### config.mk
export PLATFORM = sky130hd
export DESIGN_NAME = regfile
export DESIGN_NICKNAME = d
export VERILOG_FILES = /design/src/logic/core_pkg.sv /design/src/logic/regfile.sv
export VERILOG_INCLUDE_DIRS = /design/src /design/src/logic
export SDC_FILE = /design/constraint.sdc
export NUM_CORES = 2
export LEC_CHECK = 0
export BUFFER_PORTS_ARGS = -buffer_cell sky130_fd_sc_hd__buf_2
export CELL_PAD_IN_SITES_DETAIL_PLACEMENT = 0
export CELL_PAD_IN_SITES_GLOBAL_PLACEMENT = 1
export CORE_ASPECT_RATIO = 0.7
export CORE_MARGIN = 1
export CORE_UTILIZATION = 35
export CTS_BUF_LIST = sky130_fd_sc_hd__clkbuf_8
export DETAILED_ROUTE_END_ITERATION = 10
export PLACE_DENSITY = 0.68
export SYNTH_ARGS = -nofsm -noshare
export SYNTH_HDL_FRONTEND = slang
export SYNTH_SLANG_ARGS = --single-unit
### constraint.sdc
create_clock -name clk -period 2.04 [get_ports clk]
set_clock_uncertainty 0.2 [all_clocks]
set_input_delay 0.102 -clock clk [delete_from_list [all_inputs] [get_ports clk]]
set_output_delay 0.102 -clock clk [all_outputs]
set_load 0.02 [all_outputs]
### src/logic/core_defines.svh
`ifndef CORE_DEFINES_SVH
`define CORE_DEFINES_SVH

// Data and address width
`define XLEN 32

// Architectural register count, x0 included
`define NUM_REGS 32

// Data memory depth in words
`define DMEM_WORDS 256

// Common clear value for control registers
`define OP_RST_L '0

`endif

### src/logic/core_pkg.sv
`include "core_defines.svh"

package core_pkg;

  typedef logic [`XLEN-1:0] rdata_t;
  typedef logic [4:0]       raddr_t;
  typedef logic [`XLEN-1:0] alu_t;

  // Major opcodes handled by decode
  typedef enum logic [6:0] {
    RV_OP     = 7'b0110011,
    RV_OP_IMM = 7'b0010011,
    RV_LUI    = 7'b0110111,
    RV_AUIPC  = 7'b0010111,
    RV_JAL    = 7'b1101111,
    RV_JALR   = 7'b1100111,
    RV_BRANCH = 7'b1100011,
    RV_LOAD   = 7'b0000011,
    RV_STORE  = 7'b0100011
  } opcode_t;

  // Operand source for the ALU inputs
  typedef enum logic [1:0] {
    REG_RF = 2'd0,
    IMM    = 2'd1,
    ZERO   = 2'd2,
    PC     = 2'd3
  } op_sel_t;

  typedef logic [2:0] f3_t;

  // ALU view of funct3
  localparam f3_t RV_F3_ADD_SUB = 3'b000;
  localparam f3_t RV_F3_SLL     = 3'b001;
  localparam f3_t RV_F3_SLT     = 3'b010;
  localparam f3_t RV_F3_SLTU    = 3'b011;
  localparam f3_t RV_F3_XOR     = 3'b100;
  localparam f3_t RV_F3_SRL_SRA = 3'b101;
  localparam f3_t RV_F3_OR      = 3'b110;
  localparam f3_t RV_F3_AND     = 3'b111;

  typedef enum logic {
    RV_SRL = 1'b0,
    RV_SRA = 1'b1
  } shift_t;

  // Branch view of funct3
  typedef enum logic [2:0] {
    RV_B_BEQ  = 3'b000,
    RV_B_BNE  = 3'b001,
    RV_B_BLT  = 3'b100,
    RV_B_BGE  = 3'b101,
    RV_B_BLTU = 3'b110,
    RV_B_BGEU = 3'b111
  } branch_t;

  typedef enum logic [1:0] {
    LSU_NONE  = 2'd0,
    LSU_LOAD  = 2'd1,
    LSU_STORE = 2'd2
  } lsu_op_t;

  // Load/store view of funct3
  typedef enum logic [2:0] {
    RV_LSU_B  = 3'b000,
    RV_LSU_H  = 3'b001,
    RV_LSU_W  = 3'b010,
    RV_LSU_BU = 3'b100,
    RV_LSU_HU = 3'b101
  } lsu_w_t;

  // Instruction formats, all 32 bits, MSB first
  typedef struct packed {
    logic [6:0] funct7;
    raddr_t     rs2;
    raddr_t     rs1;
    f3_t        funct3;
    raddr_t     rd;
    opcode_t    opcode;
  } s_r_type_t;

  typedef struct packed {
    logic [11:0] imm_11_0;
    raddr_t      rs1;
    f3_t         funct3;
    raddr_t      rd;
    opcode_t     opcode;
  } s_i_type_t;

  typedef struct packed {
    logic [6:0] imm_11_5;
    raddr_t     rs2;
    raddr_t     rs1;
    f3_t        funct3;
    logic [4:0] imm_4_0;
    opcode_t    opcode;
  } s_s_type_t;

  typedef struct packed {
    logic       imm_12;
    logic [5:0] imm_10_5;
    raddr_t     rs2;
    raddr_t     rs1;
    f3_t        funct3;
    logic [3:0] imm_4_1;
    logic       imm_11;
    opcode_t    opcode;
  } s_b_type_t;

  typedef struct packed {
    logic [19:0] imm_31_12;
    raddr_t      rd;
    opcode_t     opcode;
  } s_u_type_t;

  typedef struct packed {
    logic       imm_20;
    logic [9:0] imm_10_1;
    logic       imm_11;
    logic [7:0] imm_19_12;
    raddr_t     rd;
    opcode_t    opcode;
  } s_j_type_t;

  typedef union packed {
    s_r_type_t r;
    s_i_type_t i;
    s_s_type_t s;
    s_b_type_t b;
    s_u_type_t u;
    s_j_type_t j;
  } instr_u;

  typedef struct packed {
    rdata_t  pc_dec;
    rdata_t  imm;
    op_sel_t rs1_op;
    op_sel_t rs2_op;
    f3_t     f3;
    logic    f7;
    logic [4:0] shamt;
    shift_t  rshift;
    logic    branch;
    logic    jump;
    lsu_op_t lsu;
    raddr_t  rd_addr;
    logic    we_rd;
  } s_id_ex_t;

  typedef struct packed {
    logic   b_act;
    logic   take_branch;
    rdata_t b_addr;
  } s_branch_t;

  typedef struct packed {
    logic   j_act;
    rdata_t j_addr;
  } s_jump_t;

  typedef struct packed {
    lsu_op_t op_typ;
    lsu_w_t  width;
    rdata_t  addr;
    rdata_t  wdata;
  } s_lsu_op_t;

  typedef struct packed {
    alu_t   result;
    raddr_t rd_addr;
    logic   we_rd;
  } s_ex_mem_wb_t;

  typedef struct packed {
    logic   we;
    raddr_t rd_addr;
    rdata_t wdata;
  } s_wb_t;

endpackage

### src/logic/regfile.sv
`timescale 1ns/1ps
`include "core_defines.svh"

module regfile (
  input  logic             clk,
  input  logic             rst_i,
  input  core_pkg::raddr_t rs1_addr_i,
  input  core_pkg::raddr_t rs2_addr_i,
  output core_pkg::rdata_t rs1_data_o,
  output core_pkg::rdata_t rs2_data_o,
  input  core_pkg::s_wb_t  wb_i
);
  import core_pkg::*;

  // Entry 0 stays cleared, x0 reads are forced to zero anyway
  rdata_t regs [`NUM_REGS];

  always_ff @(posedge clk) begin
    if (rst_i) begin
      for (int i = 0; i < `NUM_REGS; i++) begin
        regs[i] <= `OP_RST_L;
      end
    end else if (wb_i.we && (wb_i.rd_addr != '0)) begin
      regs[wb_i.rd_addr] <= wb_i.wdata;
    end
  end

  // Write-first read, so a same-cycle write is seen by decode
  always_comb begin
    if (rs1_addr_i == '0) begin
      rs1_data_o = '0;
    end else if (wb_i.we && (wb_i.rd_addr == rs1_addr_i)) begin
      rs1_data_o = wb_i.wdata;
    end else begin
      rs1_data_o = regs[rs1_addr_i];
    end

    if (rs2_addr_i == '0) begin
      rs2_data_o = '0;
    end else if (wb_i.we && (wb_i.rd_addr == rs2_addr_i)) begin
      rs2_data_o = wb_i.wdata;
    end else begin
      rs2_data_o = regs[rs2_addr_i];
    end
  end

endmodule

# Word level (Yosys, flattened, before mapping)
# Memories as Yosys holds them, arrays and structs flattened.
# Cells that the tools add are included.
[word_totals]
elab_cells = 22
register_bits = 0
ramBits = 1024
n_memories = 1
in_bits = 50
rom_bits = 0
latch_bits = 0
output_inout_bits = 64
[op_classes]
n_reduce_logical = 7
n_mux = 12
n_lt_le_gt_ge = 0
eq_ne = 2
shift = 0
n_addsub = 0
div = 0
bitwise = 0
n_mul = 0
[memory_table]
columns = ["memory", "words", "width", "rd", "rd_clocked_by_memory_dff", "write_ports", "line", "source"]
rows = [
  ["regs", 32, 32, 2, 0, 32, "regfile.sv:16", "rdata_t regs [`NUM_REGS];"],
]
[ops]
columns = ["op", "count"]
rows = [
  ["32-bit two-way mux", 5],
  ["32-bit OR reduction", 1],
  ["5-bit equality test", 2],
  ["5-bit zero test", 2],
  ["1-bit two-way mux", 6],
  ["5-bit two-way mux", 1],
  ["5-bit nonzero test", 1],
  ["1-bit logical AND", 3],
]

# Logic depth before layout (Yosys ltp)
[depth]
ltp_word = 7
mapped_depth = 9

# Least setup slack after synthesis
# OpenSTA, ideal clock, no wires.
[synth_path]
path_type = "input to register"
from = "in wb_i[34] (netlist bit)"
to = "mem regs[17][0] (netlist bit), enable pin"
setup_slack_ns = -0.023
n_path_buf = 1
path_stages = 4
setup_ns = 0.375
arrival_ns = 1.488
cell_sequence = "buf_2 > or3b_2 > nor2_1 > or2_2"
[synth_rtl]
columns = ["element", "line", "source"]
rows = [
  ["start: declaration", "regfile.sv:11", "input core_pkg::s_wb_t wb_i"],
  ["end: declaration", "regfile.sv:16", ""],
]

==> impl_results.md <==
* Total power at 0.0508 W
* CP Data Required Time at 1740 ps
* Clock Path Buffers at 3
* Area of the core at 156000 µm²
* Slew Viols, Final at 0
* Worst Hold Class: in -> reg
* CTS clk-pin slew, worst paths at 60 ps
* Rel. slew slack at 35.5%
* Initial Util at 35.3%
* Crit share post-route at 147%
* Syn. warnings at 0
* Clk root buf: clkbuf_8
* Comb pwr share at 17.2%
* Nets at 4383
* Routed len/inst at 35.7 µm
* Int Pwr at 0.0363 W
* Crit-path max FO at 2
* Hold slack at 79.6 ps
* Layout cells sized above 1 at 35.5%
* Sink Count at 1024
* CTS tree: built
* Final setup violation count at 64
* Synthesized area per cell at 14.5 µm²
* Max IR drop VDD at 0.651 mV
* Crit start category: flop
* Chip height at 334 µm
* Sequential power share at 49.2%
* Critical path data arrival time at 2690 ps
* Die span in x at 476 µm
* H-tree levels at 4
* WL final at 234000 µm
* Via count at 39999
* Initial antenna violation count at 38
* Max-capacitance violation count at 0
* Failing checks: negative setup slack
* Die area at 159000 µm²
* Post-synthesis sequential area ratio at 55.8%
* Max reg flops at 1024
* Cts bufs inserted at 163
* Final Hold Fails at 0
* Vias in the first global route at 38542
* Unrepaired setup endpoints after global routing: true
* DR pass1 iterations at 6
* Number of cell rows at 121
* Top Registers: regs: 1024 flops
* Cell variety after synth at 52
* Residual DRC at 0
* WS Path Type: reg -> out
* Top_reg_cell synth: edfxtp_1
* Min-delay src: wb_i[33]
* Post-Syn Area at 55100 µm²
* Clock power share at 33.6%
* Number of synthesized flops with an enable pin at 1024
* Final worst slack at -954 ps
* CP startpoint: regs[0][30]$_SDFFCE_PN0P_
* Design area at 68800 µm²
* Pwr/cell area at 738 nW/µm²
* First-pass GRT wire length at 318000 µm
* Total track usage at 29.1%
* Final Critical Period at 2990 ps
* Outcome: finished with violations
* Drt via density at 6.11
* Worst Setup End Kind: output port
* DR iter-0 viols at 6695
* Fillcell total at 13856
* Placed cell areas at 63900 µm²
* Pin count of the biggest net entering global routing at 43
* Ys async rst share at 0%
* GPL Wtd Cong at 0.928
* I/O pin cnt at 114
* Sw frac at 28.5%
* I/O Buffers at 113
* Largest reg by FF count: regs
* HPWL after DPL at 156000 µm
* Final setup TNS at -54040 ps
* Final ANT Viol Nets at 0
* Post-synthesis register bit count at 1024
* Fmax at 0.334 GHz
* P&R area growth vs syn at 24.9%
* FF/Latch Area at 30700 µm²
* Switching power at 0.0144 W
* GR Overflow Total at 0
* Leakage dissipation at 25.0 nW
* Worst Tran Pin Value at 954 ps
* Syn Inst Count at 3802
* Multi-input gate area at 23900 µm²
worst max-delay path: stages, from the launching register on:
cell and delay [ps]:
edfxtp_1 440, mux4_2 490, a211oi_2 270, o21ai_2 120, a32o_2 310, buf_6 150
placed cells by master (no fill, tap or decap), types with 34 or more instances in the layout:
cell type | synthesis | layout
o22ai_1 | 37 | 34
clkinv_1 | 2 | 49
a22oi_1 | 107 | 60
and2_1 | 994 | 993
a21oi_1 | 64 | 44
a22oi_2 | 0 | 47
buf_12 | 0 | 216
inv_1 | 0 | 44
dlygate4sd3_1 | 0 | 41
buf_2 | 56 | 43
buf_6 | 26 | 60
nor2_4 | 0 | 34
mux2i_1 | 330 | 316
mux4_2 | 375 | 375
o221ai_1 | 38 | 36
buf_4 | 31 | 384
nand2_1 | 64 | 52
clkbuf_8 | 0 | 172
edfxtp_1 | 1024 | 1024
timing repair:
| item | CTS | global route |
|---|---|---|
| endpoints found under the setup margin | 64 | 64 |
| buffers inserted | 9 | 6 |
| endpoints found under the hold margin | 1024 | 0 |
| gates cloned | 0 | 0 |
| pin swaps | 164 | 56 |
| resized for setup | 305 | 61 |
| hold buffers | 41 | 0 |
synth_stat cells (11+ instances only):
cell type / n / area, µm²
edfxtp_1: 1024 / 30700
and2_1: 994 / 6220
mux4_2: 375 / 8450
mux2i_1: 330 / 3300
clkbuf_1: 278 / 1040
a22oi_1: 107 / 803
a21oi_1: 64 / 320
nand2_1: 64 / 240
buf_2: 56 / 280
nor2_1: 49 / 184
o21ai_1: 49 / 245
o221ai_1: 38 / 333
o22ai_1: 37 / 231
a211oi_1: 32 / 240
a32o_1: 32 / 320
or2_2: 32 / 200
buf_4: 31 / 233
a221oi_1: 27 / 236
buf_6: 26 / 293
buf_1: 22 / 82.6
o221a_1: 15 / 169
o21ai_0: 14 / 70.1
nand3_1: 13 / 65.1
a221o_1: 11 / 110
a31oi_1: 11 / 68.8
metal layers:
layer / share of wire (%) / track usage (%) / routed length, µm
met1: 40 / 41.6 / 93600
met2: 42 / 41.9 / 99000
met3: 13 / 7.23 / 30400
met4: 4.6 / 12.3 / 10800
met5: 0.040 / 0 / 94
cell type report:
class | instances | share of cell area, %
timing repair buffer | 748 | 12.5
clock buffer | 171 | 3.42
antenna | 6 | 0.0218
sequential | 1024 | 44.7
inverter | 2 | 0.0109
clock inverter | 115 | 0.850
tap | 2091 | 3.80
multi-input combinational | 2394 | 34.7
kinds of logic (layout without fill, tap and decap cells):
| family | Yosys count | after routing | share of synthesized area, % |
|---|---|---|---|
| muxes | 711 | 711 | 21.5 |
| DFF | 1024 | 1024 | 55.8 |
| buffers and inverters | 415 | 1036 | 3.52 |
| AOI/OAI and AO/OA | 457 | 457 | 6.03 |
| other | 1 | 38 | 0.00681 |
| xor gates and xnor gates | 10 | 10 | 0.159 |
| and+or+nand+nor | 1184 | 1184 | 13.0 |
power groups by stage:
stage	clock network [W]	logic, W	registers, W
detailed placement	0	0.00782	0.0253
CTS	0.0171	0.00847	0.0249
floorplan	0	0.00408	0.0251
global placement	0	0.00780	0.0253
finish	0.0170	0.00875	0.0250
global route	0.0179	0.00895	0.0250
worst paths after layout:
kind,end,slack [ps],cells past startpoint
hold / removal,regs[24][3]$_SDFFCE_PN0P_,80,6
setup / recovery,rs1_data_o[30],-950,5
through the flow:
| stage | worst slack, ps | utilization [%] | cells |
|---|---|---|---|
| 6_report | -954 | 44.2 | 6551 |
| 4_1_cts | -992 | 43.9 | 6540 |
| 5_1_grt | -979 | 44.1 | 6548 |
| 3_3_place_gp | -663 | 41.0 | 6210 |
| 2_1_floorplan | 5.97 | - | 3833 |
| 3_5_place_dp | -620 | 41.0 | 6210 |
No activity file was read; power rests on OpenSTA's default activity.
