**src/logic/core_defines.svh**
```systemverilog
`ifndef CORE_DEFINES_SVH
`define CORE_DEFINES_SVH

// Data and address width
`define XLEN 32

// Architectural register count, x0 included
`define NUM_REGS 32

// Data memory depth in words
`define DMEM_WORDS 256

// Common clear value for control registers
`define OP_RST_L '0

`endif

```
**src/logic/core_pkg.sv**
```systemverilog
`include "core_defines.svh"

package core_pkg;

  typedef logic [`XLEN-1:0] rdata_t;
  typedef logic [4:0]       raddr_t;
  typedef logic [`XLEN-1:0] alu_t;

  // Major opcodes handled by decode
  typedef enum logic [6:0] {
    RV_OP     = 7'b0110011,
    RV_OP_IMM = 7'b0010011,
    RV_LUI    = 7'b0110111,
    RV_AUIPC  = 7'b0010111,
    RV_JAL    = 7'b1101111,
    RV_JALR   = 7'b1100111,
    RV_BRANCH = 7'b1100011,
    RV_LOAD   = 7'b0000011,
    RV_STORE  = 7'b0100011
  } opcode_t;

  // Operand source for the ALU inputs
  typedef enum logic [1:0] {
    REG_RF = 2'd0,
    IMM    = 2'd1,
    ZERO   = 2'd2,
    PC     = 2'd3
  } op_sel_t;

  typedef logic [2:0] f3_t;

  // ALU view of funct3
  localparam f3_t RV_F3_ADD_SUB = 3'b000;
  localparam f3_t RV_F3_SLL     = 3'b001;
  localparam f3_t RV_F3_SLT     = 3'b010;
  localparam f3_t RV_F3_SLTU    = 3'b011;
  localparam f3_t RV_F3_XOR     = 3'b100;
  localparam f3_t RV_F3_SRL_SRA = 3'b101;
  localparam f3_t RV_F3_OR      = 3'b110;
  localparam f3_t RV_F3_AND     = 3'b111;

  typedef enum logic {
    RV_SRL = 1'b0,
    RV_SRA = 1'b1
  } shift_t;

  // Branch view of funct3
  typedef enum logic [2:0] {
    RV_B_BEQ  = 3'b000,
    RV_B_BNE  = 3'b001,
    RV_B_BLT  = 3'b100,
    RV_B_BGE  = 3'b101,
    RV_B_BLTU = 3'b110,
    RV_B_BGEU = 3'b111
  } branch_t;

  typedef enum logic [1:0] {
    LSU_NONE  = 2'd0,
    LSU_LOAD  = 2'd1,
    LSU_STORE = 2'd2
  } lsu_op_t;

  // Load/store view of funct3
  typedef enum logic [2:0] {
    RV_LSU_B  = 3'b000,
    RV_LSU_H  = 3'b001,
    RV_LSU_W  = 3'b010,
    RV_LSU_BU = 3'b100,
    RV_LSU_HU = 3'b101
  } lsu_w_t;

  // Instruction formats, all 32 bits, MSB first
  typedef struct packed {
    logic [6:0] funct7;
    raddr_t     rs2;
    raddr_t     rs1;
    f3_t        funct3;
    raddr_t     rd;
    opcode_t    opcode;
  } s_r_type_t;

  typedef struct packed {
    logic [11:0] imm_11_0;
    raddr_t      rs1;
    f3_t         funct3;
    raddr_t      rd;
    opcode_t     opcode;
  } s_i_type_t;

  typedef struct packed {
    logic [6:0] imm_11_5;
    raddr_t     rs2;
    raddr_t     rs1;
    f3_t        funct3;
    logic [4:0] imm_4_0;
    opcode_t    opcode;
  } s_s_type_t;

  typedef struct packed {
    logic       imm_12;
    logic [5:0] imm_10_5;
    raddr_t     rs2;
    raddr_t     rs1;
    f3_t        funct3;
    logic [3:0] imm_4_1;
    logic       imm_11;
    opcode_t    opcode;
  } s_b_type_t;

  typedef struct packed {
    logic [19:0] imm_31_12;
    raddr_t      rd;
    opcode_t     opcode;
  } s_u_type_t;

  typedef struct packed {
    logic       imm_20;
    logic [9:0] imm_10_1;
    logic       imm_11;
    logic [7:0] imm_19_12;
    raddr_t     rd;
    opcode_t    opcode;
  } s_j_type_t;

  typedef union packed {
    s_r_type_t r;
    s_i_type_t i;
    s_s_type_t s;
    s_b_type_t b;
    s_u_type_t u;
    s_j_type_t j;
  } instr_u;

  typedef struct packed {
    rdata_t  pc_dec;
    rdata_t  imm;
    op_sel_t rs1_op;
    op_sel_t rs2_op;
    f3_t     f3;
    logic    f7;
    logic [4:0] shamt;
    shift_t  rshift;
    logic    branch;
    logic    jump;
    lsu_op_t lsu;
    raddr_t  rd_addr;
    logic    we_rd;
  } s_id_ex_t;

  typedef struct packed {
    logic   b_act;
    logic   take_branch;
    rdata_t b_addr;
  } s_branch_t;

  typedef struct packed {
    logic   j_act;
    rdata_t j_addr;
  } s_jump_t;

  typedef struct packed {
    lsu_op_t op_typ;
    lsu_w_t  width;
    rdata_t  addr;
    rdata_t  wdata;
  } s_lsu_op_t;

  typedef struct packed {
    alu_t   result;
    raddr_t rd_addr;
    logic   we_rd;
  } s_ex_mem_wb_t;

  typedef struct packed {
    logic   we;
    raddr_t rd_addr;
    rdata_t wdata;
  } s_wb_t;

endpackage

```
**src/logic/decode.sv**
```systemverilog
`timescale 1ns/1ps
`include "core_defines.svh"

module decode (
  input  logic               clk,
  input  logic               rst_i,
  input  core_pkg::instr_u   instr_i,
  input  core_pkg::rdata_t   pc_i,
  input  logic               instr_valid_i,
  output logic               instr_ready_o,
  output core_pkg::raddr_t   rs1_addr_o,
  output core_pkg::raddr_t   rs2_addr_o,
  input  core_pkg::rdata_t   rs1_data_i,
  input  core_pkg::rdata_t   rs2_data_i,
  output core_pkg::s_id_ex_t id_ex_o,
  output core_pkg::rdata_t   rs1_data_o,
  output core_pkg::rdata_t   rs2_data_o,
  output logic               id_valid_o,
  input  logic               id_ready_i
);
  import core_pkg::*;

  s_id_ex_t dec;
  logic     known;
  rdata_t   imm_i, imm_s, imm_b, imm_u, imm_j;

  // Stage advances only when execute can take it
  assign instr_ready_o = id_ready_i;

  // Register indexes sit at the same bits in every format
  assign rs1_addr_o = instr_i.r.rs1;
  assign rs2_addr_o = instr_i.r.rs2;

  always_comb begin : imm_proc
    imm_i = {{20{instr_i.i.imm_11_0[11]}}, instr_i.i.imm_11_0};
    imm_s = {{20{instr_i.s.imm_11_5[6]}}, instr_i.s.imm_11_5, instr_i.s.imm_4_0};
    imm_b = {{19{instr_i.b.imm_12}}, instr_i.b.imm_12, instr_i.b.imm_11,
             instr_i.b.imm_10_5, instr_i.b.imm_4_1, 1'b0};
    imm_u = {instr_i.u.imm_31_12, 12'b0};
    imm_j = {{11{instr_i.j.imm_20}}, instr_i.j.imm_20, instr_i.j.imm_19_12,
             instr_i.j.imm_11, instr_i.j.imm_10_1, 1'b0};
  end : imm_proc

  always_comb begin : dec_proc
    dec         = `OP_RST_L;
    known       = 1'b1;
    dec.pc_dec  = pc_i;
    dec.f3      = instr_i.r.funct3;
    dec.shamt   = instr_i.r.rs2;
    dec.rshift  = shift_t'(instr_i.r.funct7[5]);
    dec.rd_addr = instr_i.r.rd;
    dec.rs1_op  = REG_RF;
    dec.rs2_op  = IMM;

    case (instr_i.r.opcode)
      RV_OP: begin
        dec.rs2_op = REG_RF;
        dec.f7     = instr_i.r.funct7[5];
        dec.we_rd  = 1'b1;
      end
      RV_OP_IMM: begin
        // Bit 30 of an ADDI immediate is not a subtract flag
        dec.imm   = imm_i;
        dec.we_rd = 1'b1;
      end
      RV_LUI: begin
        dec.rs1_op = ZERO;
        dec.imm    = imm_u;
        dec.f3     = RV_F3_ADD_SUB;
        dec.we_rd  = 1'b1;
      end
      RV_AUIPC: begin
        dec.rs1_op = PC;
        dec.imm    = imm_u;
        dec.f3     = RV_F3_ADD_SUB;
        dec.we_rd  = 1'b1;
      end
      RV_JAL: begin
        dec.rs1_op = PC;
        dec.imm    = imm_j;
        dec.f3     = RV_F3_ADD_SUB;
        dec.jump   = 1'b1;
        dec.we_rd  = 1'b1;
      end
      RV_JALR: begin
        dec.imm   = imm_i;
        dec.f3    = RV_F3_ADD_SUB;
        dec.jump  = 1'b1;
        dec.we_rd = 1'b1;
      end
      RV_BRANCH: begin
        dec.rs2_op = REG_RF;
        dec.imm    = imm_b;
        dec.branch = 1'b1;
      end
      RV_LOAD: begin
        dec.imm   = imm_i;
        dec.lsu   = LSU_LOAD;
        dec.we_rd = 1'b1;
      end
      RV_STORE: begin
        dec.imm = imm_s;
        dec.lsu = LSU_STORE;
      end
      default: known = 1'b0;
    endcase

    // x0 is never a write target
    if (dec.rd_addr == '0) begin
      dec.we_rd = 1'b0;
    end

    // Bubble when nothing valid or opcode unknown
    if (!(instr_valid_i && known)) begin
      dec = `OP_RST_L;
    end
  end : dec_proc

  always_ff @(posedge clk) begin
    if (rst_i) begin
      id_ex_o    <= `OP_RST_L;
      id_valid_o <= 1'b0;
    end else if (id_ready_i) begin
      id_ex_o    <= dec;
      id_valid_o <= instr_valid_i && known;
    end
  end

  // Operands travel with their instruction
  always_ff @(posedge clk) begin
    if (id_ready_i) begin
      rs1_data_o <= rs1_data_i;
      rs2_data_o <= rs2_data_i;
    end
  end

  a_no_x0_write: assert property (@(posedge clk) disable iff (rst_i)
    id_ex_o.we_rd |-> (id_ex_o.rd_addr != '0))
    else $error("decode: write enabled for x0");

endmodule

```
**config.mk**
```make
export PLATFORM = sky130hd
export DESIGN_NAME = decode
export DESIGN_NICKNAME = d
export VERILOG_FILES = /design/src/logic/core_pkg.sv /design/src/logic/decode.sv
export VERILOG_INCLUDE_DIRS = /design/src /design/src/logic
export SDC_FILE = /design/constraint.sdc
export NUM_CORES = 1
export LEC_CHECK = 0
export BUFFER_PORTS_ARGS = -buffer_cell sky130_fd_sc_hd__buf_2
export CORE_ASPECT_RATIO = 0.5
export CORE_UTILIZATION = 39
export CTS_CLUSTER_DIAMETER = 80
export DETAILED_ROUTE_END_ITERATION = 7
export GPL_ROUTABILITY_DRIVEN = 0
export HOLD_SLACK_MARGIN = 0.1
export PLACE_DENSITY = 0.75
export SYNTH_ARGS = -nofsm -noshare
export SYNTH_HDL_FRONTEND = slang
export SYNTH_SLANG_ARGS = --single-unit
export TNS_END_PERCENT = 50
```
**constraint.sdc**
```tcl
create_clock -name clk -period 1.5 [get_ports clk]
set_input_delay 0.15 -clock clk [delete_from_list [all_inputs] [get_ports clk]]
set_output_delay 0.15 -clock clk [all_outputs]
set_load 0.03 [all_outputs]
```
# [After elaboration in Yosys (flattened, before gate mapping)]
# Cells that the tools add are included.
[classes] eq_ne=9 n_reduce_logical=10 muxes=12
[op_table] op="$pmux W32 S5" count=1
[op_table] op="$mux W88" count=1
[op_table] op="$eq A7 B6 Y1 const B" count=3
[op_table] op="$eq A7 B7 Y1 const B" count=3
[op_table] op="$eq A7 B5 Y1 const B" count=2
[op_table] op="$reduce_or A9 Y1" count=1
[op_table] op="$pmux W2 S2" count=2
[op_table] op="$reduce_or A2 Y1" count=4
[op_table] op="$eq A7 B2 Y1 const B" count=1
[op_table] op="$mux W1" count=7
[op_table] op="$reduce_or A7 Y1" count=1
[op_table] op="$logic_not A5 Y1" count=1
[op_table] op="$reduce_or A4 Y1" count=1
[op_table] op="$mux W3" count=1
[op_table] op="$reduce_or A3 Y1" count=1
[op_table] op="$logic_and A1 B1 Y1" count=1
[totals] output_inout_bits=164 word_cells=47 reg_bits=153 inputBits=132

# [Logic depth before layout (Yosys ltp)]
[depth] depth_word=5 ltp_mapped=8 ltp_nobuf=5

# [Worst setup path after synthesis]
# Ideal clock, no wire load.
[synth_path] kind="input to register" start="input instr_i[1] (netlist name)" end="register id_ex_o[9] (netlist name)" n_path_buf=3 setup_ns=0.117 arrival_ns=1.405 t_required_ns=1.383 stages=7 path_slack_ns=-0.023 path_cell_list="and3b_1 -> and3_4 -> buf_6 -> o31a_1 -> buf_6 -> buf_6 -> a32o_1"
[synth_between] elab_chain_len=5 word_cells_on_any_way=14 cone_classes="9 x eq/ne; 3 x mux; 2 x reduce/logical"
[synth_lines] element="start, declared" line="decode.sv:7" text="input core_pkg::instr_u instr_i,"
[synth_lines] element="$eq A7 B6 Y1, or another cell as far along" line="decode.sv:55" text="case (instr_i.r.opcode)"
[synth_lines] element="$reduce_or A9 Y1 (no source line)"
[synth_lines] element="$mux W1" line="decode.sv:55"
[synth_lines] element="$logic_and A1 B1 Y1" line="decode.sv:114" text="if (!(instr_valid_i && known)) begin"
[synth_lines] element="$mux W88 *" line="decode.sv:114"
[synth_lines] element="end signal, assigned" line="decode.sv:121" text="id_ex_o <= `OP_RST_L;"
[synth_lines] element="end, declared" line="decode.sv:15" text="output core_pkg::s_id_ex_t id_ex_o,"
# Every way passes the cells marked *; elsewhere a longest branch is shown, timed or not.
# A chain may end at the register's enable or synchronous reset.

# [Worst setup path in the final report]
[layout_path] start="input instr_valid_i" end="register id_ex_o[60] (netlist name)"
[layout_between] elab_chain_len=2
[layout_lines] element="start, declared" line="decode.sv:9" text="input logic instr_valid_i,"
[layout_lines] element="$logic_and A1 B1 Y1" line="decode.sv:114"
[layout_lines] element="$mux W88" line="decode.sv:114"
# No other way between the ends.

==> results.tsv <==
stage	metric	value	unit
clock_tree	cts_resized	0	
synth	yosys_warnings	0	
layout	drive_gt1_share	43.95	%
clock_tree	postCtsSetupRepairBufs	0	
sta	fin_crit	1.404	ns
power	peakVddDrop	0.6694	mV
worst_setup_path	arrival	1.74	ns
sta	drv_slew	0	
sta	setup_slack	0.09631	ns
sta	finClkSkew	0	ns
power	p_per_area	1124	mW/mm²
layout	layout_commonest_cell	buf_2	
detailed_routing	wl_per_cell	16.54	µm
layout	syn2layout_area_growth	69.88	%
grt	grt-ovfl-total	0	
place	place_ws	-0.06733	ns
detailed_routing	via_count	4813	
place	postPlaceCellArea	0.006992	mm²
synth	postSynthCellCount	388	
place	io_buffer_count	294	
worst_setup_path	r2r_setup_slack	0.75	ns
grt	grt_max_degree	44	
floorplan	die_h	83.43	µm
grt	first_global_vias	4833	
job	maxCapViolations	0	
detailed_routing	ant_nets	0	
layout	antenna_cells	0	
floorplan	die_area	0.01375	mm²
clock_tree	cts-root-buf	clkbuf_16	
sta	finalSetupTns	0	ns
sta	hold_slack	0.1221	ns
synth	synth_top_area_share	37.16	%
synth	synth_area_leaders	edfxtp_1 (37%), dfxtp_1 (34%), a22o_1 (8.5%)	
sta	fin_crit_sh	93.58	%
layout	final_core_util	68.58	%
floorplan	fp-row-count	29	
detailed_routing	first_pass_iters	4	
place	dp_hpwl	10500	µm
detailed_routing	drc	0	
status	outcome	finished, final reports clean	
synth	ys.flop_type	dfxtp_1	
clock_tree	clock_tree.buffer_depth	2	
sta	hold_violations	0	
layout	fin_cells	1005	
layout	most-common-layout-cells	buf_2 (294), dlygate4sd3_1 (122), dfxtp_1 (88), edfxtp_1 (64), a22o_1 (50)	
synth	synth_cell_types	40	
floorplan	coreArea	0.01281	mm²
grt	grt.total_usage	24.39	%
hold_path	hp-class	primary input to flop	
worst_setup_path	end_kind	flop	
synth	synth-edff-count	64	
floorplan	initial_utilization	40.37	%
worst_setup_path	crit_fanout	21	
clock_tree	cts_inserted_buffers	17	
clock_tree	hold_buffers	122	
clock_tree	insertion_delay	0.40	ns
layout	fillers	913	
synth	async_flop_share	0	%
worst_setup_path	critical_path_class	primary input to flop	
synth	netlist.top_cell.by_area	edfxtp_1	
grt	grt_pass1_wl	25290	µm
detailed_routing	wirelength	16620	µm
synth	ys_ff_latch	152	
worst_setup_path	crit_required	1.84	ns
synth	synth_fp_nets	520	
power	leakage	4.031	nW
grt	antenna_found_initial	0	
layout	fin_nets	954	
synth	syn-cell-area	0.005171	mm²
detailed_routing	first_iter_violations	366	
sta	setup_viol	0	
floorplan	io-pin-count	296	
synth	synth-seq-area-share	71.23	%
layout	design_area	0.008785	mm²
synth	postSynthAreaPerCell	13.33	µm²
clock_tree	cts_tree	done	
detailed_routing	viasPerCell	4.789	
sta	fmax	712.4	MHz
floorplan	die_w	164.8	µm
worst_setup_path	startpoint_type	primary input	
power	total_power	9.870	mW
clock_tree	clk_transition_reported_paths	0.06	ns
sta	rsz0062_at_grt	false	
clock_tree	cts_max_level	4	
place	placed_cells	851	
clock_tree	cts_sinks	152	
power by group:
| part | internal, mW | switching, mW |
|---|---|---|
| combinational | 0.511 | 0.666 |
| sequential | 4.47 | 0.0394 |
| clock | 2.50 | 1.68 |
state kept, by name, indices dropped and copies added (netlist names):
name,count
rs1_data_o,32
id_ex_o,87
rs2_data_o,32
id_valid_o,1
final cells by class:
cell class	count	area [µm²]	share of cell area, %
sequential	152	3684	41.93
timing repair buffer	451	3055	34.78
multi-input combinational	198	1254	14.27
clock buffer	20	447.9	5.099
tap	170	212.7	2.421
clock inverter	12	123.9	1.410
inverter	2	7.507	0.08546
final timing paths:
kind | start | endpoint | depth (start not counted)
min reg2reg | id_ex_o[25]$_SDFFE_PP0P_ | id_ex_o[25]$_SDFFE_PP0P_ | 2
min | rst_i | id_valid_o$_SDFFE_PP0P_ | 3
max reg2reg | id_ex_o[31]$_SDFFE_PP0P_ | id_ex_o[31]$_SDFFE_PP0P_ | 3
max | instr_valid_i | id_ex_o[60]$_SDFFE_PP0P_ | 7
layer usage:
metal / GRT usage (%) / wire [µm] / up-vias
met4: 12.01 / 503 / 0
met1: 27.20 / 6485 / 2270
li1: - / - / 2304
met2: 44.08 / 8634 / 198
met5: 0 / 0 / -
met3: 4.945 / 997 / 41
synthesized netlist by cell type, types with 2 or more instances:
cell,n
edfxtp_1,64
nand3_1,3
buf_4,12
buf_2,5
a22oi_1,4
and3b_1,2
nor2b_1,7
nand2b_1,3
buf_6,7
o21ai_1,26
inv_1,2
a21oi_1,26
o31ai_1,2
a22o_1,50
nor2_1,13
nand2_1,33
nor3_1,2
clkbuf_1,11
a21o_1,5
dfxtp_1,88
a32o_1,4
cells by family after synthesis:
family / synth area share [%]
DFF: 71.23
muxes: 0.2177
and+or+nand+nor: 6.630
buffers and inverters: 4.791
xor gates and xnor gates: 0.1694
other: 0.07252
AOI/OAI and AO/OA: 16.89
worst max-delay path, stage by stage:
cell	delay, ns
dlygate4sd3_1	0.54
buf_2	0.13
nand2_1	0.07
nor2_1	0.17
o31a_2	0.30
buf_12	0.18
a22o_1	0.20
Note: power is estimated with default switching activity, not from simulation.
