### src/logic/core_defines.svh
`ifndef CORE_DEFINES_SVH
`define CORE_DEFINES_SVH

// Data and address width
`define XLEN 32

// Architectural register count, x0 included
`define NUM_REGS 32

// Data memory depth in words
`define DMEM_WORDS 256

// Common clear value for control registers
`define OP_RST_L '0

`endif

### src/logic/core_pkg.sv
`include "core_defines.svh"

package core_pkg;

  typedef logic [`XLEN-1:0] rdata_t;
  typedef logic [4:0]       raddr_t;
  typedef logic [`XLEN-1:0] alu_t;

  // Major opcodes handled by decode
  typedef enum logic [6:0] {
    RV_OP     = 7'b0110011,
    RV_OP_IMM = 7'b0010011,
    RV_LUI    = 7'b0110111,
    RV_AUIPC  = 7'b0010111,
    RV_JAL    = 7'b1101111,
    RV_JALR   = 7'b1100111,
    RV_BRANCH = 7'b1100011,
    RV_LOAD   = 7'b0000011,
    RV_STORE  = 7'b0100011
  } opcode_t;

  // Operand source for the ALU inputs
  typedef enum logic [1:0] {
    REG_RF = 2'd0,
    IMM    = 2'd1,
    ZERO   = 2'd2,
    PC     = 2'd3
  } op_sel_t;

  typedef logic [2:0] f3_t;

  // ALU view of funct3
  localparam f3_t RV_F3_ADD_SUB = 3'b000;
  localparam f3_t RV_F3_SLL     = 3'b001;
  localparam f3_t RV_F3_SLT     = 3'b010;
  localparam f3_t RV_F3_SLTU    = 3'b011;
  localparam f3_t RV_F3_XOR     = 3'b100;
  localparam f3_t RV_F3_SRL_SRA = 3'b101;
  localparam f3_t RV_F3_OR      = 3'b110;
  localparam f3_t RV_F3_AND     = 3'b111;

  typedef enum logic {
    RV_SRL = 1'b0,
    RV_SRA = 1'b1
  } shift_t;

  // Branch view of funct3
  typedef enum logic [2:0] {
    RV_B_BEQ  = 3'b000,
    RV_B_BNE  = 3'b001,
    RV_B_BLT  = 3'b100,
    RV_B_BGE  = 3'b101,
    RV_B_BLTU = 3'b110,
    RV_B_BGEU = 3'b111
  } branch_t;

  typedef enum logic [1:0] {
    LSU_NONE  = 2'd0,
    LSU_LOAD  = 2'd1,
    LSU_STORE = 2'd2
  } lsu_op_t;

  // Load/store view of funct3
  typedef enum logic [2:0] {
    RV_LSU_B  = 3'b000,
    RV_LSU_H  = 3'b001,
    RV_LSU_W  = 3'b010,
    RV_LSU_BU = 3'b100,
    RV_LSU_HU = 3'b101
  } lsu_w_t;

  // Instruction formats, all 32 bits, MSB first
  typedef struct packed {
    logic [6:0] funct7;
    raddr_t     rs2;
    raddr_t     rs1;
    f3_t        funct3;
    raddr_t     rd;
    opcode_t    opcode;
  } s_r_type_t;

  typedef struct packed {
    logic [11:0] imm_11_0;
    raddr_t      rs1;
    f3_t         funct3;
    raddr_t      rd;
    opcode_t     opcode;
  } s_i_type_t;

  typedef struct packed {
    logic [6:0] imm_11_5;
    raddr_t     rs2;
    raddr_t     rs1;
    f3_t        funct3;
    logic [4:0] imm_4_0;
    opcode_t    opcode;
  } s_s_type_t;

  typedef struct packed {
    logic       imm_12;
    logic [5:0] imm_10_5;
    raddr_t     rs2;
    raddr_t     rs1;
    f3_t        funct3;
    logic [3:0] imm_4_1;
    logic       imm_11;
    opcode_t    opcode;
  } s_b_type_t;

  typedef struct packed {
    logic [19:0] imm_31_12;
    raddr_t      rd;
    opcode_t     opcode;
  } s_u_type_t;

  typedef struct packed {
    logic       imm_20;
    logic [9:0] imm_10_1;
    logic       imm_11;
    logic [7:0] imm_19_12;
    raddr_t     rd;
    opcode_t    opcode;
  } s_j_type_t;

  typedef union packed {
    s_r_type_t r;
    s_i_type_t i;
    s_s_type_t s;
    s_b_type_t b;
    s_u_type_t u;
    s_j_type_t j;
  } instr_u;

  typedef struct packed {
    rdata_t  pc_dec;
    rdata_t  imm;
    op_sel_t rs1_op;
    op_sel_t rs2_op;
    f3_t     f3;
    logic    f7;
    logic [4:0] shamt;
    shift_t  rshift;
    logic    branch;
    logic    jump;
    lsu_op_t lsu;
    raddr_t  rd_addr;
    logic    we_rd;
  } s_id_ex_t;

  typedef struct packed {
    logic   b_act;
    logic   take_branch;
    rdata_t b_addr;
  } s_branch_t;

  typedef struct packed {
    logic   j_act;
    rdata_t j_addr;
  } s_jump_t;

  typedef struct packed {
    lsu_op_t op_typ;
    lsu_w_t  width;
    rdata_t  addr;
    rdata_t  wdata;
  } s_lsu_op_t;

  typedef struct packed {
    alu_t   result;
    raddr_t rd_addr;
    logic   we_rd;
  } s_ex_mem_wb_t;

  typedef struct packed {
    logic   we;
    raddr_t rd_addr;
    rdata_t wdata;
  } s_wb_t;

endpackage

### src/logic/execute.sv
`timescale 1ns/1ps
`include "core_defines.svh"

module execute (
  input  logic                   clk,
  input  logic                   rst_i,
  input  core_pkg::s_id_ex_t     id_ex_i,
  input  core_pkg::rdata_t       rs1_data_i,
  input  core_pkg::rdata_t       rs2_data_i,
  input  logic                   id_valid_i,
  output logic                   id_ready_o,
  input  logic                   lsu_bp_i,
  output core_pkg::s_branch_t    branch_o,
  output core_pkg::s_jump_t      jump_o,
  output core_pkg::s_ex_mem_wb_t ex_mem_wb_o,
  output core_pkg::s_lsu_op_t    lsu_o
);
  import core_pkg::*;

  s_ex_mem_wb_t ex_mem_wb_ff, next_ex_mem_wb;
  s_lsu_op_t    lsu_ff, next_lsu;
  alu_t         op1, op2, res;
  f3_t          alu_f3;

  function automatic logic branch_dec(branch_t op, rdata_t rs1, rdata_t rs2);
    logic take;
    case (op)
      RV_B_BEQ:  take = (rs1 == rs2);
      RV_B_BNE:  take = (rs1 != rs2);
      RV_B_BLT:  take = ($signed(rs1) < $signed(rs2));
      RV_B_BGE:  take = ($signed(rs1) >= $signed(rs2));
      RV_B_BLTU: take = (rs1 < rs2);
      RV_B_BGEU: take = (rs1 >= rs2);
      default:   take = 1'b0;
    endcase
    return take;
  endfunction

  always_comb begin : alu_proc
    case (id_ex_i.rs1_op)
      REG_RF:  op1 = rs1_data_i;
      IMM:     op1 = id_ex_i.imm;
      PC:      op1 = id_ex_i.pc_dec;
      default: op1 = '0;
    endcase

    case (id_ex_i.rs2_op)
      REG_RF:  op2 = rs2_data_i;
      IMM:     op2 = id_ex_i.imm;
      PC:      op2 = id_ex_i.pc_dec;
      default: op2 = '0;
    endcase

    // Address of a load or store is always a sum
    alu_f3 = (id_ex_i.lsu != LSU_NONE) ? RV_F3_ADD_SUB : id_ex_i.f3;

    case (alu_f3)
      RV_F3_ADD_SUB: begin
        res = id_ex_i.f7 ? (op1 - op2) : (op1 + op2);
        // JALR target has bit 0 cleared
        if (id_ex_i.jump && (id_ex_i.rs1_op == REG_RF)) begin
          res[0] = 1'b0;
        end
      end
      RV_F3_SLT:  res = ($signed(op1) < $signed(op2)) ? alu_t'(1) : alu_t'(0);
      RV_F3_SLTU: res = (op1 < op2) ? alu_t'(1) : alu_t'(0);
      RV_F3_XOR:  res = op1 ^ op2;
      RV_F3_OR:   res = op1 | op2;
      RV_F3_AND:  res = op1 & op2;
      // Low operand bits give the amount for both shift forms
      RV_F3_SLL: begin
        res = op1 << op2[4:0];
      end
      RV_F3_SRL_SRA: begin
        res = (id_ex_i.rshift == RV_SRA) ? alu_t'($signed(op1) >>> op2[4:0]) :
                                           (op1 >> op2[4:0]);
      end
      default: res = '0;
    endcase
  end : alu_proc

  always_comb begin : ctrl_proc
    id_ready_o = ~lsu_bp_i;

    branch_o.b_act       = id_ex_i.branch && id_valid_i && ~lsu_bp_i;
    branch_o.take_branch = branch_dec(branch_t'(id_ex_i.f3), rs1_data_i, rs2_data_i);
    branch_o.b_addr      = id_ex_i.pc_dec + id_ex_i.imm;

    jump_o.j_act  = id_ex_i.jump && id_valid_i && ~lsu_bp_i;
    jump_o.j_addr = res;

    next_lsu.op_typ = id_valid_i ? id_ex_i.lsu : LSU_NONE;
    next_lsu.width  = lsu_w_t'(id_ex_i.f3);
    next_lsu.addr   = res;
    next_lsu.wdata  = rs2_data_i;

    // Jumps write back the link address
    next_ex_mem_wb.result  = id_ex_i.jump ? alu_t'(id_ex_i.pc_dec + 'd4) : res;
    next_ex_mem_wb.rd_addr = id_ex_i.rd_addr;
    next_ex_mem_wb.we_rd   = id_ex_i.we_rd && id_valid_i;

    if (lsu_bp_i) begin
      next_ex_mem_wb = ex_mem_wb_ff;
      next_lsu       = lsu_ff;
    end
  end : ctrl_proc

  always_ff @(posedge clk) begin
    if (rst_i) begin
      ex_mem_wb_ff <= `OP_RST_L;
      lsu_ff       <= `OP_RST_L;
    end else begin
      ex_mem_wb_ff <= next_ex_mem_wb;
      lsu_ff       <= next_lsu;
    end
  end

  assign ex_mem_wb_o = ex_mem_wb_ff;
  assign lsu_o       = lsu_ff;

  a_branch_jump_excl: assert property (@(posedge clk) disable iff (rst_i)
    !(branch_o.b_act && jump_o.j_act))
    else $error("execute: branch and jump active together");

  a_bp_hold: assert property (@(posedge clk) disable iff (rst_i)
    lsu_bp_i |=> ($stable(ex_mem_wb_o) && $stable(lsu_o)))
    else $error("execute: output changed under back-pressure");

endmodule

### config.mk
export PLATFORM = sky130hd
export DESIGN_NAME = execute
export DESIGN_NICKNAME = d
export VERILOG_FILES = /design/src/logic/core_pkg.sv /design/src/logic/execute.sv
export VERILOG_INCLUDE_DIRS = /design/src /design/src/logic
export SDC_FILE = /design/constraint.sdc
export NUM_CORES = 1
export LEC_CHECK = 0
export BUFFER_PORTS_ARGS = -buffer_cell sky130_fd_sc_hd__buf_2
export CAP_MARGIN = 20
export CORE_ASPECT_RATIO = 1.75
export CORE_UTILIZATION = 60
export CTS_BUF_LIST = sky130_fd_sc_hd__clkbuf_4 sky130_fd_sc_hd__clkbuf_8
export DETAILED_ROUTE_END_ITERATION = 8
export GPL_TIMING_DRIVEN = 0
export PLACE_DENSITY = 0.86
export SYNTH_ARGS = -nofsm -noshare
export SYNTH_HDL_FRONTEND = slang
export SYNTH_SLANG_ARGS = --single-unit
export TNS_END_PERCENT = 1
### constraint.sdc
create_clock -name clk -period 7.4 [get_ports clk]
set_clock_uncertainty 0.05 [all_clocks]
set_input_delay 0.74 -clock clk [delete_from_list [all_inputs] [get_ports clk]]
set_output_delay 0.74 -clock clk [all_outputs]
set_load 0.1 [all_outputs]
==> results.py, run 1 <==
metrics = {
    "clocking": {
        "postCtsSetupRepairBufs": 0,
        "cts_max_level": 3,
        "clock_path_buffers": 2,
        "clockRootBuffer": "clkbuf_8",
        "clock_sinks": 107,
        "holdBufCountCts": 0,
        "cts_buffers": 9,
    },
    "synth": {
        "synth_warnings": 0,
        "avgSynthCellArea_um2": 7.26,
        "synth_edf_count": 0,
        "syn-instance-count": 2318,
        "synth_cell_types": 92,
        "yosys_register_bits": 107,
        "syn-cell-area_mm2": 0.0168,
        "yosysSeqAreaShare": 0.127,
        "ys_dominant_reg_cell": "dfxtp_1",
        "synthArstFlopShare": 0,
        "syn_nets": 2638,
    },
    "outcome": {
        "outcome": "aborted with a tool error",
        "stop_stage": "global routing",
        "error_line": "[ERROR GRT-0116] Global routing finished with congestion. Check the congestion regions in the DRC Viewer.",
    },
    "global_route": {
        "grtUsageTotal": 0.794,
        "grt_max_degree": 22,
        "grt_pass1_wl_mm": 176,
        "grt_pass1_vias": 25103,
        "grt-ovfl-total": 527,
    },
    "floorplanning": {
        "initial_core_util": 0.614,
        "dieHeight_um": 224,
        "die_x_um": 129,
        "rows": 80,
        "ios": 331,
    },
    "placed_design": {
        "dp_slack_ns": -0.0723,
        "port_buffers": 318,
        "placed_cells": 3005,
        "place_area_mm2": 0.0189,
        "dp_hpwl_mm": 75.4,
        "gp_congestion": 1.32,
    },
}
synth_stat cells (35+ instances only):
cell      count  area [um2]
nor3_1       44         220
nor2_1      225         845
o211ai_1     39         293
ha_1        161        2010
mux2i_1     238        2380
inv_1       138         518
a211oi_1     42         315
clkbuf_1     90         338
o21ai_0      88         440
xnor2_1      60         526
a21oi_1     221        1110
a21o_1       35         263
nand3_1      59         295
dfxtp_1     107        2140
nand2_1     220         826
layer usage:
metal	GRT overflow	track usage
met5	0	0.291
met4	197	0.854
met3	7	0.615
met1	2	0.753
met2	321	0.996
repair_timing:
action / CTS
gates cloned: 0
endpoints found under the setup margin: 1
pin swaps: 0
resized for setup: 1
hold endpoints to repair: 0
through the flow:
step	hold WS, ns	util	setup TNS, ns
3_5_place_dp	0.406	0.689	-0.0723
2_1_floorplan	0.834	-	0
4_1_cts	0.423	0.696	0
3_3_place_gp	0.397	0.689	-0.0453
cell families after synthesis:
group	count (synthesis)	synth area share
buffers and inverters	303	0.0770
DFF	107	0.127
and+or+nand+nor	698	0.188
adders and majority gates	164	0.123
xor gates and xnor gates	78	0.0406
muxes	262	0.158
AOI/OAI and AO/OA	706	0.286
==> run 2: changes to the inputs <==
--- a/config.mk
+++ b/config.mk
@@ -8,12 +8,10 @@
 export LEC_CHECK = 0
 export BUFFER_PORTS_ARGS = -buffer_cell sky130_fd_sc_hd__buf_2
 export CAP_MARGIN = 20
-export CORE_ASPECT_RATIO = 1.75
-export CORE_UTILIZATION = 60
-export CTS_BUF_LIST = sky130_fd_sc_hd__clkbuf_4 sky130_fd_sc_hd__clkbuf_8
+export CORE_UTILIZATION = 40
 export DETAILED_ROUTE_END_ITERATION = 8
 export GPL_TIMING_DRIVEN = 0
-export PLACE_DENSITY = 0.86
+export PLACE_DENSITY_LB_ADDON = 0.15
 export SYNTH_ARGS = -nofsm -noshare
 export SYNTH_HDL_FRONTEND = slang
 export SYNTH_SLANG_ARGS = --single-unit
==> run 2 against run 1 <==
  * The flow now finishes, with violations (setup timing)
  * Synthesized cell count unchanged
  * Synthesized area unchanged
==> results.py, run 2 <==
metrics = {
    "run": {
        "drv_cap": 0,
    },
    "layout": {
        "area_growth_pct": 16.3,
        "fin_cells": 3205,
        "nNetsFinal": 2976,
        "fillCellCount": 4284,
        "fin_util": 0.475,
        "largest_reg_flops": 69,
        "layout_commonest_cell": "buf_2",
        "drive_gt1_frac": 0.175,
        "multiInputGateArea_mm2": 0.0135,
        "ff_latch_area_mm2": 0.00214,
        "final_cell_mix": "345 x buf_2, 238 x mux2i_1, 225 x nor2_1",
    },
    "placed_design": {
        "gp_congestion": 1.12,
        "placed_cells": 3173,
        "dp_hpwl_mm": 81.2,
        "port_buffers": 318,
    },
    "worst_setup_path": {
        "worstSetupPathType": "input pin to output port",
        "startpoint_type": "input pin",
        "worst_setup_path_end_kind": "output port",
        "cp.required_ns": 6.61,
        "crit_arrival_ns": 6.63,
        "crit_fanout": 10,
        "ff2ff_path_depth": 2,
    },
    "global_route": {
        "grtUsageTotal": 0.442,
        "grt_max_degree": 20,
        "grt-ovfl-total": 0,
        "grt_antenna_before_repair": 14,
        "grt_pass1_wl_mm": 138,
        "grt_pass1_vias": 19636,
    },
    "sta": {
        "setup_viol": 1,
        "fmax_mhz": 135,
        "setup_ws_ns": -0.0218,
        "drv_slew": 0,
        "period_minus_slack_ns": 7.42,
        "fin_crit_sh": 1.00,
        "hold_viol": 0,
        "rsz0062_at_grt": "false",
        "slew_headroom": 0.135,
        "fin_setup_tns_ns": -0.0218,
        "tightest_slew_ns": 1.30,
    },
    "synth": {
        "synth_warnings": 0,
        "syn_nets": 2638,
        "synth_cell_types": 92,
        "synth_edf_count": 0,
        "syn-instance-count": 2318,
        "yosys_register_bits": 107,
        "yosysSeqAreaShare": 0.127,
        "synth_area_leaders": "mux2i_1 14%, dfxtp_1 13%, ha_1 12%",
        "yosysTopAreaCellShare": 0.141,
        "ys_dominant_reg_cell": "dfxtp_1",
        "yosys-top-cells-count": "238 x mux2i_1, 225 x nor2_1, 221 x a21oi_1, 220 x nand2_1, 161 x ha_1",
        "avgSynthCellArea_um2": 7.26,
        "synth.most_common_cell": "mux2i_1",
        "synth_top_cell_by_area": "mux2i_1",
        "syn-cell-area_mm2": 0.0168,
        "synthArstFlopShare": 0,
    },
    "clocking": {
        "clockRootBuffer": "clkbuf_16",
        "cts_tree": "built",
        "holdBufCountCts": 0,
        "cts_buffers": 9,
        "path_clk_slew_ns": 0.08,
        "clock_latency_ns": 0.37,
        "cts_max_level": 3,
        "clock_sinks": 107,
        "clock_path_buffers": 2,
    },
    "power_and_ir_drop": {
        "leakagePower_nw": 9.22,
        "peakVddDrop_mv": 0.168,
        "power_density_mw_per_mm2": 220,
    },
    "detailed_routing": {
        "vias_per_cell": 6.55,
        "ant_nets": 0,
        "routed_wl_mm": 98.4,
        "detail_route.first_pass.iterations": 8,
        "drtIter0Drc": 2469,
        "wl_per_cell_um": 30.7,
        "vias": 21001,
        "drc": 0,
    },
    "floorplanning": {
        "rows": 74,
        "ios": 331,
        "initial_core_util": 0.409,
        "coreArea_mm2": 0.0412,
        "die_area_mm2": 0.0429,
        "dieHeight_um": 207,
        "die_x_um": 207,
    },
    "outcome": {
        "violations": "setup timing",
        "outcome": "finished with violations",
    },
    "hold_path": {
        "hold_path_class": "flip-flop to flip-flop",
        "holdPathStages": 2,
    },
}
## run 2: cell counts after synthesis
Identical to the previous run, type by type.
## run 2: metal layers
layer,global-route usage,vias to the layer above,part of all wire
met4,0.305,4,0.077
li1,-,9134,-
met3,0.114,344,0.11
met5,0,-,0.00022
met1,0.556,10019,0.39
met2,0.661,1500,0.42
## run 2: through the flow
stage	hold WS, ns	power [mW]	setup slack [ns]	cell area (um2)
after floorplan	0.834	2.79	0.945	16800
after global placement	0.394	3.65	-0.666	19100
after detailed placement	0.401	3.66	-0.620	19100
after CTS	0.413	4.21	0.00969	19500
after global routing	0.434	4.41	0.0187	19600
final	0.417	4.30	-0.0218	19600
## run 2: layout make-up
class | count | area share
antenna | 12 | 0.00153
buffer | 157 | 0.0382
clock buffer | 10 | 0.0122
clock inverter | 6 | 0.00402
inverter | 145 | 0.0280
multi-input combinational | 1908 | 0.687
sequential | 107 | 0.109
tap | 532 | 0.0340
timing repair buffer | 328 | 0.0857
## run 2: logic make-up (layout without fill, tap and decap cells)
group	after synthesis	after routing	synth area share
AOI/OAI and AO/OA	706	706	0.286
xor gates and xnor gates	78	78	0.0406
adders and majority gates	164	164	0.123
buffers and inverters	303	646	0.0770
DFF	107	107	0.127
muxes	262	262	0.158
other	0	12	0
and+or+nand+nor	698	698	0.188
## run 2: worst paths after layout
path                   from  slack [ns]        endpoint
max             id_ex_i[20]       -0.02      jump_o[31]
min               lsu_o[45]        0.42       lsu_o[45]
max reg2reg  ex_mem_wb_o[7]        6.48  ex_mem_wb_o[7]
min reg2reg       lsu_o[45]        0.42       lsu_o[45]
## run 2: report_power, final
| part | total (mW) | internal, mW | switching [mW] |
|---|---|---|---|
| Clock | 0.535 | 0.279 | 0.256 |
| Combinational | 3.11 | 0.677 | 2.43 |
| Sequential | 0.656 | 0.627 | 0.0287 |
| Total | 4.30 | 1.58 | 2.72 |
## run 2: worst max-delay path, cell delays in order
cell and delay, ns:
buf_2 0.16, mux2i_1 0.15, o2bb2ai_2 0.58, buf_2 0.44
clkbuf_1 0.64, ha_1 0.42, or2_1 0.26, a311oi_2 0.54
a2111oi_1 0.26, nand3b_1 0.28, o211a_1 0.31, o21ai_0 0.23
o211ai_1 0.22, a41oi_1 0.75, nand2_1 0.25, buf_2 0.38
## run 2: what timing repair did
item / 4_1_cts / 5_1_grt
buffers inserted: 2 / 0
gates resized for setup: 7 / 8
setup endpoints to repair: 12 / 12
pin swaps: 1 / 0
(Power assumes the default switching activity.)
